$ cat config.mk
export PLATFORM = sky130hd
export DESIGN_NAME = fetch_core
export DESIGN_NICKNAME = d
export VERILOG_FILES = /design/src/source/fetch_pkg.sv /design/src/source/fetch_buf_if.sv /design/src/source/issue_buf_if.sv /design/src/source/instr_fetch.sv /design/src/source/prefetch_fifo.sv /design/src/source/decode_issue.sv /design/src/source/fetch_core.sv
export VERILOG_INCLUDE_DIRS = /design/src /design/src/source
export SDC_FILE = /design/constraint.sdc
export NUM_CORES = 1
export LEC_CHECK = 0
export BUFFER_PORTS_ARGS = -buffer_cell sky130_fd_sc_hd__buf_2
export CAP_MARGIN = 5
export CELL_PAD_IN_SITES_DETAIL_PLACEMENT = 0
export CELL_PAD_IN_SITES_GLOBAL_PLACEMENT = 2
export CORE_ASPECT_RATIO = 0.75
export CORE_MARGIN = 3
export CORE_UTILIZATION = 47
export CTS_CLUSTER_DIAMETER = 150
export DETAILED_ROUTE_END_ITERATION = 12
export GPL_TIMING_DRIVEN = 0
export PLACE_DENSITY = 0.88
export SLEW_MARGIN = 20
export SYNTH_ARGS = -nofsm -noshare
export SYNTH_HDL_FRONTEND = slang
export SYNTH_SLANG_ARGS = --single-unit
$ cat constraint.sdc
create_clock -name clk_i -period 30.8 [get_ports clk_i]
set_input_delay 6.16 -clock clk_i [delete_from_list [all_inputs] [get_ports clk_i]]
set_output_delay 6.16 -clock clk_i [all_outputs]
set_load 0.005 [all_outputs]
$ cat src/source/fetch_settings.svh
/*
 * Fetch front end build settings
 * Word width, prefetch FIFO depth and bus request limit
 */
`ifndef FETCH_SETTINGS_SVH
`define FETCH_SETTINGS_SVH

// Address and instruction word width
`define FETCH_XLEN 32

// Prefetch FIFO entries, power of two
`define FETCH_FIFO_DEPTH 4

// Granted requests still waiting for rvalid
`define FETCH_MAX_OUTSTANDING 2

`endif

$ cat src/source/fetch_pkg.sv
/*
 * Fetch front end package
 * Shared vector types, fetch FSM encoding and the JAL opcode
 */
`include "fetch_settings.svh"

package fetch_pkg;

  // Byte address and raw instruction word
  typedef logic [`FETCH_XLEN-1:0] addr_t;
  typedef logic [`FETCH_XLEN-1:0] instr_t;

  // FIFO occupancy, counts 0 to depth inclusive
  localparam int unsigned LEVEL_W = $clog2(`FETCH_FIFO_DEPTH + 1);
  typedef logic [LEVEL_W-1:0] fill_level_t;

  // Fetch FSM
  typedef enum logic {
    FETCH_IDLE,
    FETCH_RUN
  } fetch_state_e;

  // RV32I major opcode of JAL
  localparam logic [6:0] OPCODE_JAL = 7'b1101111;

endpackage

$ cat src/source/fetch_buf_if.sv
/*
 * Fetch to prefetch FIFO link
 * Write strobe with word, PC and error flag, flush, and fill level back
 */
`timescale 1ns/1ps

interface fetch_buf_if;

  // Write side, one entry per push strobe
  logic                   push;
  fetch_pkg::addr_t       push_pc;
  fetch_pkg::instr_t      push_instr;
  logic                   push_err;

  // Empties the buffer, beats a push in the same cycle
  logic                   flush;

  // Current occupancy
  fetch_pkg::fill_level_t level;

  modport producer (
    output push, push_pc, push_instr, push_err, flush,
    input  level
  );

  modport buffer (
    input  push, push_pc, push_instr, push_err, flush,
    output level
  );

endinterface

$ cat src/source/issue_buf_if.sv
/*
 * Prefetch FIFO to decode/issue link
 * Head entry with valid, popped by the issue stage
 */
`timescale 1ns/1ps

interface issue_buf_if;

  // Head of the FIFO
  logic              valid;
  fetch_pkg::addr_t  pc;
  fetch_pkg::instr_t instr;
  logic              err;

  // Only while valid
  logic              pop;

  modport buffer (
    output valid, pc, instr, err,
    input  pop
  );

  modport consumer (
    input  valid, pc, instr, err,
    output pop
  );

endinterface

$ cat src/source/instr_fetch.sv
/*
 * Instruction fetch unit
 * Raises word requests on the req/gnt/rvalid instruction bus, keeps
 * count of outstanding and discarded responses, and pushes each
 * returned word with its own PC into the prefetch FIFO. A redirect
 * flushes the FIFO and moves fetching to the jump target.
 */
`timescale 1ns/1ps
`include "fetch_settings.svh"

module instr_fetch (
  input  logic              clk_i,
  input  logic              reset_i,
  input  logic              fetch_enable_i,
  input  fetch_pkg::addr_t  boot_addr_i,
  output logic              instr_req_o,
  output fetch_pkg::addr_t  instr_addr_o,
  input  logic              instr_gnt_i,
  input  logic              instr_rvalid_i,
  input  fetch_pkg::instr_t instr_rdata_i,
  input  logic              instr_err_i,
  input  logic              redirect_i,
  input  fetch_pkg::addr_t  redirect_pc_i,
  fetch_buf_if.producer     buf_o
);

  localparam int unsigned MAX_OUT = `FETCH_MAX_OUTSTANDING;
  localparam int unsigned CNT_W   = $clog2(MAX_OUT + 1);
  localparam int unsigned QPTR_W  = (MAX_OUT > 1) ? $clog2(MAX_OUT) : 1;

  fetch_pkg::fetch_state_e state_q, state_d;
  fetch_pkg::addr_t        pc_q;
  fetch_pkg::addr_t        redir_pc_q;
  logic                    redir_pend_q;
  logic [CNT_W-1:0]        out_cnt_q, out_cnt_d;
  logic [CNT_W-1:0]        disc_cnt_q, disc_cnt_d;
  fetch_pkg::addr_t        pc_queue [MAX_OUT];
  logic [QPTR_W-1:0]       q_wr_q, q_rd_q;
  logic                    room, grant, req_waiting, resp_drop;

  // Ring step for the PC queue pointers
  function automatic logic [QPTR_W-1:0] next_ptr(input logic [QPTR_W-1:0] ptr);
    return (ptr == QPTR_W'(MAX_OUT - 1)) ? '0 : ptr + 1'b1;
  endfunction

  ////////////////////
  // Bus request side
  ////////////////////

  // FIFO slots reserved for every response in flight
  assign room = (int'(buf_o.level) + int'(out_cnt_q) < `FETCH_FIFO_DEPTH) &&
                (int'(out_cnt_q) < MAX_OUT);

  assign instr_req_o  = (state_q == fetch_pkg::FETCH_RUN) && room;
  assign instr_addr_o = pc_q;
  assign grant        = instr_req_o && instr_gnt_i;
  // Raised but not granted, address must hold
  assign req_waiting  = instr_req_o && !instr_gnt_i;

  always_comb begin
    state_d = state_q;
    case (state_q)
      fetch_pkg::FETCH_IDLE: if (fetch_enable_i) state_d = fetch_pkg::FETCH_RUN;
      fetch_pkg::FETCH_RUN:  if (!fetch_enable_i && !req_waiting) state_d = fetch_pkg::FETCH_IDLE;
      default:               state_d = fetch_pkg::FETCH_IDLE;
    endcase
  end

  ////////////////////
  // Response side
  ////////////////////

  // Oldest responses belong to the old path while the discard count is set
  assign resp_drop = instr_rvalid_i && (disc_cnt_q != '0);

  always_comb begin
    out_cnt_d = out_cnt_q;
    if (grant && !instr_rvalid_i) out_cnt_d = out_cnt_q + 1'b1;
    else if (!grant && instr_rvalid_i) out_cnt_d = out_cnt_q - 1'b1;
    disc_cnt_d = disc_cnt_q;
    if (resp_drop) disc_cnt_d = disc_cnt_d - 1'b1;
    // Request held across an earlier redirect, its word is stale
    if (grant && redir_pend_q) disc_cnt_d = disc_cnt_d + 1'b1;
    // Everything still in flight after this cycle is wrong path
    if (redirect_i) disc_cnt_d = out_cnt_d;
  end

  always_ff @(posedge clk_i) begin
    if (reset_i) begin
      state_q      <= fetch_pkg::FETCH_IDLE;
      pc_q         <= boot_addr_i;
      redir_pend_q <= 1'b0;
      out_cnt_q    <= '0;
      disc_cnt_q   <= '0;
      q_wr_q       <= '0;
      q_rd_q       <= '0;
    end else begin
      state_q    <= state_d;
      out_cnt_q  <= out_cnt_d;
      disc_cnt_q <= disc_cnt_d;
      if (grant) q_wr_q <= next_ptr(q_wr_q);
      if (instr_rvalid_i) q_rd_q <= next_ptr(q_rd_q);
      // Target parked until the held request is granted
      if (redirect_i && req_waiting) redir_pend_q <= 1'b1;
      else if (grant) redir_pend_q <= 1'b0;
      if (redirect_i && !req_waiting) pc_q <= redirect_pc_i;
      else if (grant) pc_q <= redir_pend_q ? redir_pc_q : pc_q + fetch_pkg::addr_t'(4);
    end
  end

  // PCs granted and not yet answered, oldest at the read pointer
  always_ff @(posedge clk_i) begin
    if (grant) pc_queue[q_wr_q] <= instr_addr_o;
    if (redirect_i && req_waiting) redir_pc_q <= redirect_pc_i;
  end

  assign buf_o.push       = instr_rvalid_i && !resp_drop;
  assign buf_o.push_pc    = pc_queue[q_rd_q];
  assign buf_o.push_instr = instr_rdata_i;
  assign buf_o.push_err   = instr_err_i;
  assign buf_o.flush      = redirect_i;

endmodule

$ cat src/source/prefetch_fifo.sv
/*
 * Prefetch FIFO
 * Circular buffer of fetched words with PC and error flag.
 * Flush drops all entries in one cycle.
 */
`timescale 1ns/1ps
`include "fetch_settings.svh"

module prefetch_fifo (
  input  logic        clk_i,
  input  logic        reset_i,
  fetch_buf_if.buffer buf_i,
  issue_buf_if.buffer issue_o
);

  localparam int unsigned DEPTH = `FETCH_FIFO_DEPTH;
  localparam int unsigned PTR_W = (DEPTH > 1) ? $clog2(DEPTH) : 1;

  // Entry storage
  fetch_pkg::addr_t       mem_pc    [DEPTH];
  fetch_pkg::instr_t      mem_instr [DEPTH];
  logic                   mem_err   [DEPTH];

  logic [PTR_W-1:0]       wr_ptr_q, rd_ptr_q;
  fetch_pkg::fill_level_t level_q;
  logic                   wr_en, rd_en;

  assign wr_en = buf_i.push;
  assign rd_en = issue_o.pop;

  ////////////////////
  // Pointers and level
  ////////////////////

  // Pointers wrap naturally, depth is a power of two
  always_ff @(posedge clk_i) begin
    if (reset_i || buf_i.flush) begin
      wr_ptr_q <= '0;
      rd_ptr_q <= '0;
      level_q  <= '0;
    end else begin
      if (wr_en) wr_ptr_q <= wr_ptr_q + 1'b1;
      if (rd_en) rd_ptr_q <= rd_ptr_q + 1'b1;
      case ({wr_en, rd_en})
        2'b10:   level_q <= level_q + 1'b1;
        2'b01:   level_q <= level_q - 1'b1;
        default: level_q <= level_q;
      endcase
    end
  end

  // Write port, ignored while flushing
  always_ff @(posedge clk_i) begin
    if (wr_en && !buf_i.flush) begin
      mem_pc[wr_ptr_q]    <= buf_i.push_pc;
      mem_instr[wr_ptr_q] <= buf_i.push_instr;
      mem_err[wr_ptr_q]   <= buf_i.push_err;
    end
  end

  // Head entry, visible the cycle after its push
  assign issue_o.valid = (level_q != '0);
  assign issue_o.pc    = mem_pc[rd_ptr_q];
  assign issue_o.instr = mem_instr[rd_ptr_q];
  assign issue_o.err   = mem_err[rd_ptr_q];

  assign buf_i.level   = level_q;

endmodule

$ cat src/source/decode_issue.sv
/*
 * Decode and issue stage
 * Holds one instruction in an output register under valid/ready,
 * spots JAL at the FIFO head and redirects fetch to its target
 */
`timescale 1ns/1ps
`include "fetch_settings.svh"

module decode_issue (
  input  logic               clk_i,
  input  logic               reset_i,
  issue_buf_if.consumer      issue_i,
  output logic               issue_valid_o,
  input  logic               issue_ready_i,
  output fetch_pkg::addr_t   issue_pc_o,
  output fetch_pkg::instr_t  issue_instr_o,
  output logic               issue_err_o,
  output logic               redirect_o,
  output fetch_pkg::addr_t   redirect_pc_o
);

  logic              out_valid_q;
  fetch_pkg::addr_t  out_pc_q;
  fetch_pkg::instr_t out_instr_q;
  logic              out_err_q;
  logic              pop;
  logic              take_jal;
  fetch_pkg::addr_t  jal_imm;

  // Load when empty or when the held word leaves this cycle
  assign pop         = issue_i.valid && (!out_valid_q || issue_ready_i);
  assign issue_i.pop = pop;

  ////////////////////
  // JAL decode
  ////////////////////

  // Faulted words are never taken as jumps
  assign take_jal = (issue_i.instr[6:0] == fetch_pkg::OPCODE_JAL) && !issue_i.err;

  // J-type immediate, imm[20|10:1|11|19:12], sign extended
  assign jal_imm = {{(`FETCH_XLEN - 20){issue_i.instr[31]}},
                    issue_i.instr[19:12],
                    issue_i.instr[20],
                    issue_i.instr[30:21],
                    1'b0};

  assign redirect_o    = pop && take_jal;
  assign redirect_pc_o = issue_i.pc + jal_imm;

  ////////////////////
  // Output register
  ////////////////////

  always_ff @(posedge clk_i) begin
    if (reset_i) begin
      out_valid_q <= 1'b0;
    end else if (pop) begin
      out_valid_q <= 1'b1;
    end else if (issue_ready_i) begin
      out_valid_q <= 1'b0;
    end
  end

  // Payload, holds while stalled
  always_ff @(posedge clk_i) begin
    if (pop) begin
      out_pc_q    <= issue_i.pc;
      out_instr_q <= issue_i.instr;
      out_err_q   <= issue_i.err;
    end
  end

  assign issue_valid_o = out_valid_q;
  assign issue_pc_o    = out_pc_q;
  assign issue_instr_o = out_instr_q;
  assign issue_err_o   = out_err_q;

endmodule

$ cat src/source/fetch_core.sv
/*
 * Fetch front end top level
 * Fetch unit, prefetch FIFO and decode/issue stage on plain ports
 */
`timescale 1ns/1ps

module fetch_core (
  input  logic              clk_i,
  input  logic              reset_i,
  input  logic              fetch_enable_i,
  input  fetch_pkg::addr_t  boot_addr_i,
  // Instruction bus
  output logic              instr_req_o,
  output fetch_pkg::addr_t  instr_addr_o,
  input  logic              instr_gnt_i,
  input  logic              instr_rvalid_i,
  input  fetch_pkg::instr_t instr_rdata_i,
  input  logic              instr_err_i,
  // Issue handshake
  output logic              issue_valid_o,
  input  logic              issue_ready_i,
  output fetch_pkg::addr_t  issue_pc_o,
  output fetch_pkg::instr_t issue_instr_o,
  output logic              issue_err_o
);

  // Jump redirect, decode back to fetch
  logic             redirect;
  fetch_pkg::addr_t redirect_pc;

  fetch_buf_if fetch_buf ();
  issue_buf_if issue_buf ();

  instr_fetch fetch_unit (
    .clk_i          ( clk_i          ),
    .reset_i        ( reset_i        ),
    .fetch_enable_i ( fetch_enable_i ),
    .boot_addr_i    ( boot_addr_i    ),
    .instr_req_o    ( instr_req_o    ),
    .instr_addr_o   ( instr_addr_o   ),
    .instr_gnt_i    ( instr_gnt_i    ),
    .instr_rvalid_i ( instr_rvalid_i ),
    .instr_rdata_i  ( instr_rdata_i  ),
    .instr_err_i    ( instr_err_i    ),
    .redirect_i     ( redirect       ),
    .redirect_pc_i  ( redirect_pc    ),
    .buf_o          ( fetch_buf      )
  );

  prefetch_fifo prefetch_buffer (
    .clk_i   ( clk_i     ),
    .reset_i ( reset_i   ),
    .buf_i   ( fetch_buf ),
    .issue_o ( issue_buf )
  );

  decode_issue issue_stage (
    .clk_i         ( clk_i         ),
    .reset_i       ( reset_i       ),
    .issue_i       ( issue_buf     ),
    .issue_valid_o ( issue_valid_o ),
    .issue_ready_i ( issue_ready_i ),
    .issue_pc_o    ( issue_pc_o    ),
    .issue_instr_o ( issue_instr_o ),
    .issue_err_o   ( issue_err_o   ),
    .redirect_o    ( redirect      ),
    .redirect_pc_o ( redirect_pc   )
  );

endmodule

==> flow_summary_export.csv, run 1 <==
group,metric,value,unit
status,status,"complete, no violations",
timing,period_minus_slack,8.38,ns
timing,finalClockSkew,0.0182,ns
timing,hold_viol,0,
global_routing,grt_pass1_wl,72.2,mm
global_routing,top_usage_layer,"met2",
worst_setup_path,cp_data_required_time,24.64,ns
floorplan,start_util,48.0,%
synth,yosys.area.top_type,"edfxtp_1",
synth,avgSynthCellArea,16.4,um2
detailed_routing,drc_errors,0,
cells_and_area,num_antenna_cells,0,
detailed_routing,via_per_inst,5.58,
detailed_routing,vias,11370,
floorplan,die_x,243,um
floorplan,rows,64,
clock_tree,post-cts-setup-buffers,0,
cells_and_area,regArea,14000,um2
detailed_routing,wirelength,47.9,mm
worst_setup_path,crit_path_end_kind,"output pin",
power_and_ir_drop,power_leakage,7.98,nW
floorplan,die_area,44600,um2
synth,syn_inst,1208,
power_and_ir_drop,powerDensity,94.3,nW/um2
worst_setup_path,critical_path.max_stage_delay,0.52,ns
cells_and_area,fin_util,56.1,%
synth,ys.flop_type,"edfxtp_1",
synth,ys_seq_area_share,70.7,%
cells_and_area,final_cell_mix,"edfxtp_1 (453), buf_2 (178), nand2_1 (76)",
timing,fin_crit_sh,27.2,%
global_routing,use_met3,3.79,%
detailed_routing,drt_iter0_drc,1146,
synth,async_flop_share,0,%
clock_tree,root_buffer,"clkbuf_16",
clock_tree,hold_buffers,0,
floorplan,die_y,184,um
worst_setup_path,crit_type,"flip-flop to output pin",
synth,yosys_warnings,0,
floorplan,io_pins,170,
clock_tree,cts_tree,"built",
placed_design,portBuffers,167,
global_routing,grtUsageMet2,34.7,%
synth,netlist_area,19800,um2
worst_setup_path,cp.arrival,2.22,ns
timing,slew_violations,0,
clock_tree,numCtsBuffers,45,
detailed_routing,ant_nets,0,
synth,synthesis.nets,1319,
placed_design,dp_hpwl,33.7,mm
synth,synth.area.top_cells,"edfxtp_1 (69%), mux4_2 (7.3%), ha_1 (2.4%)",
global_routing,grt_use_total,21.7,%
min_path,hp-class,"flip-flop to flip-flop",
cells_and_area,drive_gt1_share,26.2,%
cells_and_area,area_delta_synth_final,16.8,%
synth,synth_cell_types,69,
timing,fmax,0.119,GHz
global_routing,antenna_found_initial,0,
timing,setup_viol,0,
timing,slew_headroom,31.8,%
detailed_routing,drt-pass1-iter-count,5,
global_routing,grt_pass1_vias,11456,
worst_setup_path,worst-path-buf-inv,1,
clock_tree,clock-sinks,472,
job,max_cap_violations,0,
timing,fin_setup_tns,0,ns
cells_and_area,layout.nets,1549,
worst_setup_path,start_kind,"flip-flop",
worst_setup_path,cp_slowest_cell,"or4b_1",
placed_design,gp_congestion,0.860,
global_routing,grt_max_degree,42,
global_routing,grt_overflow,0,
worst_setup_path,crit_chain,"ha_1, or4b_1, a31oi_2, buf_2",
timing,grt_setup_unrepaired,"no",
cells_and_area,layout_commonest_cell,"edfxtp_1",
synth,synth_top_area_share,68.8,%
cells_and_area,multiInputGateArea,5500,um2
detailed_routing,drt-wirelength-per-cell,23.5,um
worst_setup_path,crit_family,"simple AND/OR/NAND/NOR gates",
global_routing,grtUsageMet1,31.6,%
clock_tree,cts-resized-gates,0,
synth,synth-edff-count,453,
clock_tree,h-tree-depth,2,
timing,worst_slew_pin_slew,1.02,ns
floorplan,core_area,41200,um2
clock_tree,cts.clk_slew.worst_paths,0.06,ns
synth,ys_ff_latch,472,
clock_tree,clk_latency,0.56,ns
clock_tree,max-clock-path-buffers,3,
cells_and_area,fillers,3329,
power_and_ir_drop,vdd_drop_max,0.0638,mV
worst_setup_path,worst-path-max-fanout,7,
==> stage by stage <==
step	instance area, um2	hold slack (ns)	setup WS [ns]	power [mW]	instances
after floorplan	19800	0.461	16.89	1.37	1208
after global placement	21300	0.455	11.93	1.62	1936
after detailed placement	21700	0.478	22.18	1.65	1952
after CTS	23100	0.495	22.42	2.19	2036
after global routing	23100	0.494	22.37	2.29	2036
final	23100	0.499	22.42	2.18	2036
==> per-layer routing <==
layer,vias up,share of wire (%),routed length (um)
met5,-,0,0
met4,0,1.8,854
met3,53,6.7,3230
met2,383,47,22400
met1,5757,45,21400
li1,5177,-,-
==> cells by family (layout without fill, tap and decap cells) <==
logic type / after synthesis / after routing / synth area share (%)
flops: 472 / 472 / 70.7
simple gates: 259 / 259 / 6.34
compound gates: 184 / 184 / 5.78
mux: 109 / 109 / 9.86
buf+inv: 77 / 344 / 1.73
xor+xnor: 67 / 67 / 2.97
fa+ha+maj: 40 / 40 / 2.61
==> registers in the layout, summed over array words and instances (netlist names), 3 cells and up, named ones only <==
signal / flops
fetch_unit.instr_addr_o: 32
fetch_unit.pc_queue: 64
fetch_unit.redir_pc_q: 32
issue_stage.issue_instr_o: 32
issue_stage.issue_pc_o: 32
prefetch_buffer.buf_i.level: 3
prefetch_buffer.mem_err: 4
prefetch_buffer.mem_instr: 128
prefetch_buffer.mem_pc: 128
==> path summary, 6_finish.rpt <==
check	start	to	slack (ns)	cells after the start
setup / recovery	prefetch_buffer.buf_i.level[1]	instr_req_o	22.42	4
hold / removal	fetch_unit.instr_addr_o[1]	fetch_unit.pc_queue[0][1]	0.50	0
setup reg to reg	flip-flop	fetch_unit.instr_addr_o[31]	25.50	14
hold reg to reg	fetch_unit.instr_addr_o[1]	fetch_unit.pc_queue[0][1]	0.50	0
==> synthesized netlist by cell type, drive strengths merged, types with 4 or more instances <==
cell type  number
nor2           73
mux4           65
a211oi         10
nand3          27
edfxtp        453
nand2b          7
and2            9
dfxtp          19
a21o           10
and3           10
o31ai           4
mux2i          11
ha             38
mux2           33
nor2b          11
nor4            4
inv            22
nor3           10
o21ai          50
buf            22
xnor2          39
a21oi          71
a31oi           5
xor2           28
nand2          78
a41oi           4
o211ai          5
nand4          11
nand3b          4
clkbuf         32
==> area by class of cell <==
| type | count | share of cell area [%] |
|---|---|---|
| timing repair buffer | 183 | 4.95 |
| sequential | 472 | 60.6 |
| clock buffer | 54 | 5.21 |
| clock inverter | 30 | 0.943 |
| multi-input combinational | 659 | 23.8 |
| buffer | 54 | 1.13 |
| tap | 561 | 3.04 |
| inverter | 23 | 0.374 |
==> power by group <==
part	total (mW)	leakage (nW)	switching [mW]	internal, mW
Sequential	0.871	4.35	0.0304	0.841
Combinational	0.768	2.93	0.470	0.298
Clock	0.537	0.700	0.234	0.304
Total	2.18	7.98	0.734	1.44
(Power assumes the default switching activity.)
==> run 2: changes to the inputs <==
--- a/config.mk
+++ b/config.mk
@@ -6,17 +6,18 @@
 export SDC_FILE = /design/constraint.sdc
 export NUM_CORES = 1
 export LEC_CHECK = 0
+export ABC_AREA = 1
 export BUFFER_PORTS_ARGS = -buffer_cell sky130_fd_sc_hd__buf_2
 export CAP_MARGIN = 5
 export CELL_PAD_IN_SITES_DETAIL_PLACEMENT = 0
 export CELL_PAD_IN_SITES_GLOBAL_PLACEMENT = 2
 export CORE_ASPECT_RATIO = 0.75
 export CORE_MARGIN = 3
-export CORE_UTILIZATION = 47
+export CORE_UTILIZATION = 40
 export CTS_CLUSTER_DIAMETER = 150
 export DETAILED_ROUTE_END_ITERATION = 12
 export GPL_TIMING_DRIVEN = 0
-export PLACE_DENSITY = 0.88
+export PLACE_DENSITY = 0.84
 export SLEW_MARGIN = 20
 export SYNTH_ARGS = -nofsm -noshare
 export SYNTH_HDL_FRONTEND = slang
==> constraint.sdc (replaced) <==
create_clock -name clk_i -period 8.26 [get_ports clk_i]
set_input_delay 1.652 -clock clk_i [delete_from_list [all_inputs] [get_ports clk_i]]
set_output_delay 1.652 -clock clk_i [all_outputs]
set_load 0.005 [all_outputs]
==> flow_summary_export.csv, run 2 <==
group,metric,value,unit
status,status,"complete, no violations",
worst_setup_path,cp.arrival,5.00,ns
floorplan,start_util,41.1,%
synth,synth.area.top_cells,"edfxtp_1 (65%), nand2_1 (9.6%), nor2_1 (3.9%)",
worst_setup_path,start_kind,"flip-flop",
clock_tree,clk_latency,0.59,ns
clock_tree,root_buffer,"clkbuf_16",
detailed_routing,via_per_inst,5.12,
job,max_cap_violations,0,
clock_tree,numCtsBuffers,48,
synth,yosys_warnings,0,
synth,ys_ff_latch,472,
floorplan,die_x,270,um
timing,slew_headroom,43.0,%
power_and_ir_drop,powerDensity,398,nW/um2
timing,finalClockSkew,0.0200,ns
synth,yosysMostFrequentCell,"nand2_1",
clock_tree,hold_buffers,0,
worst_setup_path,crit_type,"flip-flop to flip-flop",
floorplan,core_area,50900,um2
worst_setup_path,worst-path-max-fanout,10,
placed_design,portBuffers,167,
clock_tree,cts_tree,"built",
synth,synth_top_area_share,65.1,%
global_routing,grt_max_degree,33,
timing,fmax,0.220,GHz
global_routing,grt_pass1_wl,88.9,mm
clock_tree,cts.clk_slew.worst_paths,0.06,ns
timing,slew_violations,0,
worst_setup_path,reg2reg_to,"fetch_unit.instr_addr_o[12]",
synth,avgSynthCellArea,10.8,um2
floorplan,die_area,55100,um2
cells_and_area,layout_commonest_cell,"nand2_1",
placed_design,dp_hpwl,44.9,mm
cells_and_area,biggestRegsByFlops,"prefetch_buffer.mem_instr (128), prefetch_buffer.mem_pc (128), fetch_unit.pc_queue (64)",
global_routing,grt_overflow,0,
timing,grt_setup_unrepaired,"no",
synth,yosys.area.top_type,"edfxtp_1",
worst_setup_path,crit_end,"fetch_unit.instr_addr_o[12]",
synth,ys_seq_area_share,66.9,%
worst_setup_path,crit_path_end_kind,"flip-flop",
timing,fin_crit_sh,55.0,%
floorplan,io_pins,170,
worst_setup_path,ff2ff_setup_slack,3.72,ns
floorplan,rows,71,
synth,async_flop_share,0,%
global_routing,antenna_found_initial,4,
timing,setup_viol,0,
placed_design,gp_congestion,0.870,
detailed_routing,ant_nets,0,
power_and_ir_drop,vdd_drop_max,0.165,mV
detailed_routing,wirelength,60.3,mm
min_path,hp-class,"flip-flop to flip-flop",
timing,hold_viol,0,
floorplan,die_y,204,um
global_routing,grt_pass1_vias,14251,
timing,period_minus_slack,4.54,ns
clock_tree,h-tree-depth,2,
detailed_routing,drt_iter0_drc,1400,
cells_and_area,drive_gt1_share,14.9,%
global_routing,grt_use_total,21.7,%
worst_setup_path,cp_data_required_time,8.72,ns
power_and_ir_drop,power_leakage,9.73,nW
detailed_routing,drt-pass1-iter-count,5,
synth,synthesis.nets,2045,
synth,synth_cell_types,35,
worst_setup_path,rr_worst_depth,16,
synth,syn_inst,1934,
detailed_routing,drc_errors,0,
clock_tree,clock-sinks,472,
clock_tree,cts-resized-gates,0,
clock_tree,post-cts-setup-buffers,0,
cells_and_area,fillers,4600,
synth,netlist_area,20900,um2
timing,worst_hold_slack,0.489,ns
cells_and_area,layout.nets,2280,
power_and_ir_drop,finalPower,9.85,mW
synth,synth_commonest_cells,"nand2_1 (532), edfxtp_1 (453), nor2_1 (220)",
detailed_routing,drt-wirelength-per-cell,20.8,um
synth,synth-edff-count,453,
cells_and_area,final_cell_mix,"nand2_1 (531), edfxtp_1 (453), nor2_1 (214)",
cells_and_area,area_delta_synth_final,18.3,%
synth,ys.flop_type,"edfxtp_1",
clock_tree,max-clock-path-buffers,3,
timing,worst_slew_pin_slew,0.855,ns
detailed_routing,vias,14869,
==> run 2: worst min-delay path by stage <==
| stage | cells after the start | from | slack [ns] | end |
|---|---|---|---|---|
| 6_report | 2 | prefetch_buffer.rd_ptr_q[1] | 0.49 | prefetch_buffer.rd_ptr_q[1] |
| 5_1_grt | 0 | fetch_unit.instr_addr_o[0] | 0.50 | fetch_unit.pc_queue[1][0] |
| 3_3_place_gp | 2 | prefetch_buffer.rd_ptr_q[1] | 0.47 | prefetch_buffer.rd_ptr_q[1] |
| 2_1_floorplan | 2 | prefetch_buffer.rd_ptr_q[1] | 0.45 | flip-flop |
| 4_1_cts | 0 | fetch_unit.instr_addr_o[0] | 0.49 | fetch_unit.pc_queue[1][0] |
| 3_5_place_dp | 0 | fetch_unit.instr_addr_o[0] | 0.47 | fetch_unit.pc_queue[1][0] |
==> run 2: area by class of cell <==
type | instances | area [um2] | area share, %
Timing Repair Buffer | 185 | 1290 | 5.23
Multi-Input combinational cell | 1230 | 6070 | 24.6
Antenna cell | 2 | 5.00 | 0.0202
Clock buffer | 58 | 1260 | 5.09
Clock inverter | 31 | 347 | 1.40
Inverter | 165 | 619 | 2.50
Tap cell | 693 | 867 | 3.51
Buffer | 67 | 289 | 1.17
Sequential cell | 472 | 14000 | 56.5
==> run 2: kinds of logic after synthesis <==
kind of cell	count (synthesis)	share of synthesized area [%]
DFF	472	66.9
xor gates and xnor gates	28	1.17
muxes	33	1.77
buffers and inverters	232	4.34
and+or+nand+nor	912	17.8
AOI/OAI and AO/OA	217	5.59
adders and majority gates	40	2.47
==> run 2: power by group <==
group	total [mW]	leakage (nW)	switching (mW)	internal, mW
Combinational	4.21	4.59	3.02	1.19
Clock	2.22	0.788	0.905	1.31
Sequential	3.42	4.35	0.144	3.28
Total	9.85	9.73	4.07	5.78
==> run 2: metrics by stage <==
stage	instance area [um2]	std cells	setup WS, ns	utilization (%)	setup TNS, ns
after global routing	24700	2903	3.31	48.6	0
after CTS	24700	2901	3.73	48.6	0
after global placement	22600	2794	-0.733	44.4	-173.58
after detailed placement	23100	2812	3.72	45.4	0
final	24700	2903	3.72	48.6	0
after floorplan	20900	1934	2.22	-	0
==> run 2: critical path, stage by stage (launching register included) <==
cell and delay, ns:
dfxtp_1 0.44, buf_2 0.35, buf_2 0.43, buf_2 0.34
clkbuf_1 0.48, nor2_1 0.10, o22ai_1 0.50, ha_1 0.40
nand2_1 0.16, inv_1 0.05, nand2_1 0.06, nand2_1 0.06
a21oi_1 0.13, nand2_1 0.14, xor2_1 0.56, nand2_1 0.11
nand3_1 0.08
==> run 2: metal layers <==
metal | vias to the layer above | part of all wire (%) | GRT usage (%)
li1 | 7096 | - | -
met1 | 7107 | 47 | 32.5
met2 | 579 | 42 | 32.4
met3 | 85 | 8.6 | 4.22
met4 | 2 | 2.3 | 5.88
met5 | - | 0.020 | 0
==> run 3: changes to the inputs <==
--- a/config.mk
+++ b/config.mk
@@ -13,11 +13,11 @@
 export CELL_PAD_IN_SITES_GLOBAL_PLACEMENT = 2
 export CORE_ASPECT_RATIO = 0.75
 export CORE_MARGIN = 3
-export CORE_UTILIZATION = 40
+export CORE_UTILIZATION = 36
 export CTS_CLUSTER_DIAMETER = 150
 export DETAILED_ROUTE_END_ITERATION = 12
 export GPL_TIMING_DRIVEN = 0
-export PLACE_DENSITY = 0.84
+export PLACE_DENSITY = 0.8
 export SLEW_MARGIN = 20
 export SYNTH_ARGS = -nofsm -noshare
 export SYNTH_HDL_FRONTEND = slang
==> constraint.sdc (replaced) <==
create_clock -name clk_i -period 3.9 [get_ports clk_i]
set_input_delay 0.78 -clock clk_i [delete_from_list [all_inputs] [get_ports clk_i]]
set_output_delay 0.78 -clock clk_i [all_outputs]
set_load 0.005 [all_outputs]
==> flow_summary_export.csv, run 3 (same netlist as run 2, synthesis figures left out) <==
group,metric,value,unit
worst_setup_path,start_kind,"flip-flop",
clock_tree,clock-sinks,472,
detailed_routing,vias,14925,
status,status,"complete, no violations",
timing,setup_slack,0.249,ns
min_path,hp-class,"input port to flip-flop",
timing,period_minus_slack,3.65,ns
global_routing,grt_overflow,0,
timing,slew_violations,0,
global_routing,antenna_found_initial,6,
detailed_routing,wirelength,62.0,mm
job,max_cap_violations,0,
clock_tree,h-tree-depth,2,
detailed_routing,wl_met1,29.9,mm
detailed_routing,ant_nets,0,
cells_and_area,area_delta_synth_final,19.5,%
timing,fmax,0.274,GHz
global_routing,grt_pass1_vias,14160,
floorplan,die_y,215,um
floorplan,die_area,61000,um2
timing,setup_viol,0,
placed_design,place_inst,2890,
timing,grt_setup_unrepaired,"no",
floorplan,start_util,36.9,%
power_and_ir_drop,powerDensity,838,nW/um2
clock_tree,numCtsBuffers,46,
timing,fin_crit_sh,93.6,%
cells_and_area,fillers,5406,
detailed_routing,met2_length,25.9,mm
cells_and_area,final_cell_mix,"nand2_1 (531), edfxtp_1 (453), nor2_1 (214)",
global_routing,grt_pass1_wl,91.1,mm
clock_tree,cts.clk_slew.worst_paths,0.06,ns
detailed_routing,top_layer,"met5",
global_routing,grt_max_degree,27,
floorplan,die_x,284,um
cells_and_area,drive_gt1_share,16.9,%
timing,fin_setup_tns,0,ns
clock_tree,root_buffer,"clkbuf_16",
floorplan,rows,75,
worst_setup_path,cp_data_required_time,4.24,ns
cells_and_area,biggestRegsByFlops,"prefetch_buffer.mem_instr (128), prefetch_buffer.mem_pc (128), fetch_unit.pc_queue (64)",
placed_design,dp_hpwl,46.1,mm
cells_and_area,fin_cells,2975,
timing,finalClockSkew,0.0193,ns
detailed_routing,drt-wirelength-per-cell,20.8,um
timing,slew_headroom,45.6,%
cells_and_area,layout.nets,2278,
timing,hold_viol,0,
worst_setup_path,crit_path_end_kind,"flip-flop",
worst_setup_path,crit_type,"flip-flop to flip-flop",
clock_tree,max-clock-path-buffers,3,
global_routing,grt_use_total,20.1,%
detailed_routing,drc_errors,0,
detailed_routing,via_per_inst,5.02,
floorplan,core_area,56700,um2
cells_and_area,layout_commonest_cell,"nand2_1",
floorplan,io_pins,170,
placed_design,portBuffers,167,
clock_tree,cts_tree,"built",
worst_setup_path,cp.arrival,3.99,ns
detailed_routing,met3_wirelength,5.30,mm
placed_design,place_ws,-0.647,ns
placed_design,gp_congestion,0.837,
power_and_ir_drop,power_leakage,9.81,nW
min_path,hp-start,"instr_rdata_i[26]",
worst_setup_path,worst-path-max-fanout,10,
power_and_ir_drop,vdd_drop_max,0.349,mV
detailed_routing,drt-pass1-iter-count,7,
clock_tree,clk_latency,0.59,ns
detailed_routing,drt_iter0_drc,1521,
timing,worst_slew_pin_slew,0.816,ns
## run 3: path summary, 6_finish.rpt
path,slack (ns),to,cells past startpoint
max,0.25,fetch_unit.instr_addr_o[28],17
min,0.41,prefetch_buffer.mem_instr[2][26],1
max reg2reg,0.25,fetch_unit.instr_addr_o[28],17
min reg2reg,0.49,flip-flop,2
## run 3: layout make-up
type                    instances  area, um2  area share, %
plain buffers                  66        335           1.34
diodes                          1       2.50         0.0100
clock inverters                24        250           1.00
well taps                     770        963           3.86
inverters                     165        619           2.48
clock buffers                  61       1260           5.04
repair buffers                186       1310           5.26
multi-input cells            1230       6260           25.1
flip-flops and latches        472      14000           56.0
## run 3: repair_timing
action,in CTS,in global routing
setup buffers,0,0
gates resized for setup,24,55
pin swaps,0,1
setup endpoints to repair,56,46
hold buffers,0,0
## run 3: metrics by stage
stage                     power [mW]  hold WS, ns  cell area [um2]  util [%]
after floorplan                 12.2        0.453            20900         -
after global placement          16.0        0.467            22700      40.1
after detailed placement        16.2        0.479            23200      41.0
after CTS                       20.8        0.384            24800      43.8
after global routing            22.3        0.381            25000      44.1
final                           20.9        0.408            25000      44.1
## run 3: report_power, final
part | internal [mW] | leakage (nW) | switching (mW)
logic | 2.65 | 4.73 | 6.54
registers | 6.95 | 4.35 | 0.313
clock network | 2.60 | 0.730 | 1.88
total | 12.2 | 9.81 | 8.74
## run 3: per-layer routing
layer	up-vias	global-route usage [%]
met5	-	0
met1	7225	31.3
li1	7093	-
met2	547	29.0
met4	2	3.67
met3	58	4.08
## run 3: worst max-delay path, cell delays in order (launching register included)
cell and delay (ns):
dfxtp_2 0.40, buf_6 0.20, buf_4 0.25, clkbuf_4 0.28, clkbuf_4 0.27, nor2_1 0.07, o22ai_1 0.28, ha_1 0.34
or2_2 0.30, and2_1 0.20, nand3_1 0.08, nand2_1 0.12, nand2_1 0.12, nand2_1 0.06, nand2_1 0.06, nand2_1 0.20
nand2_1 0.12, nand3_1 0.07
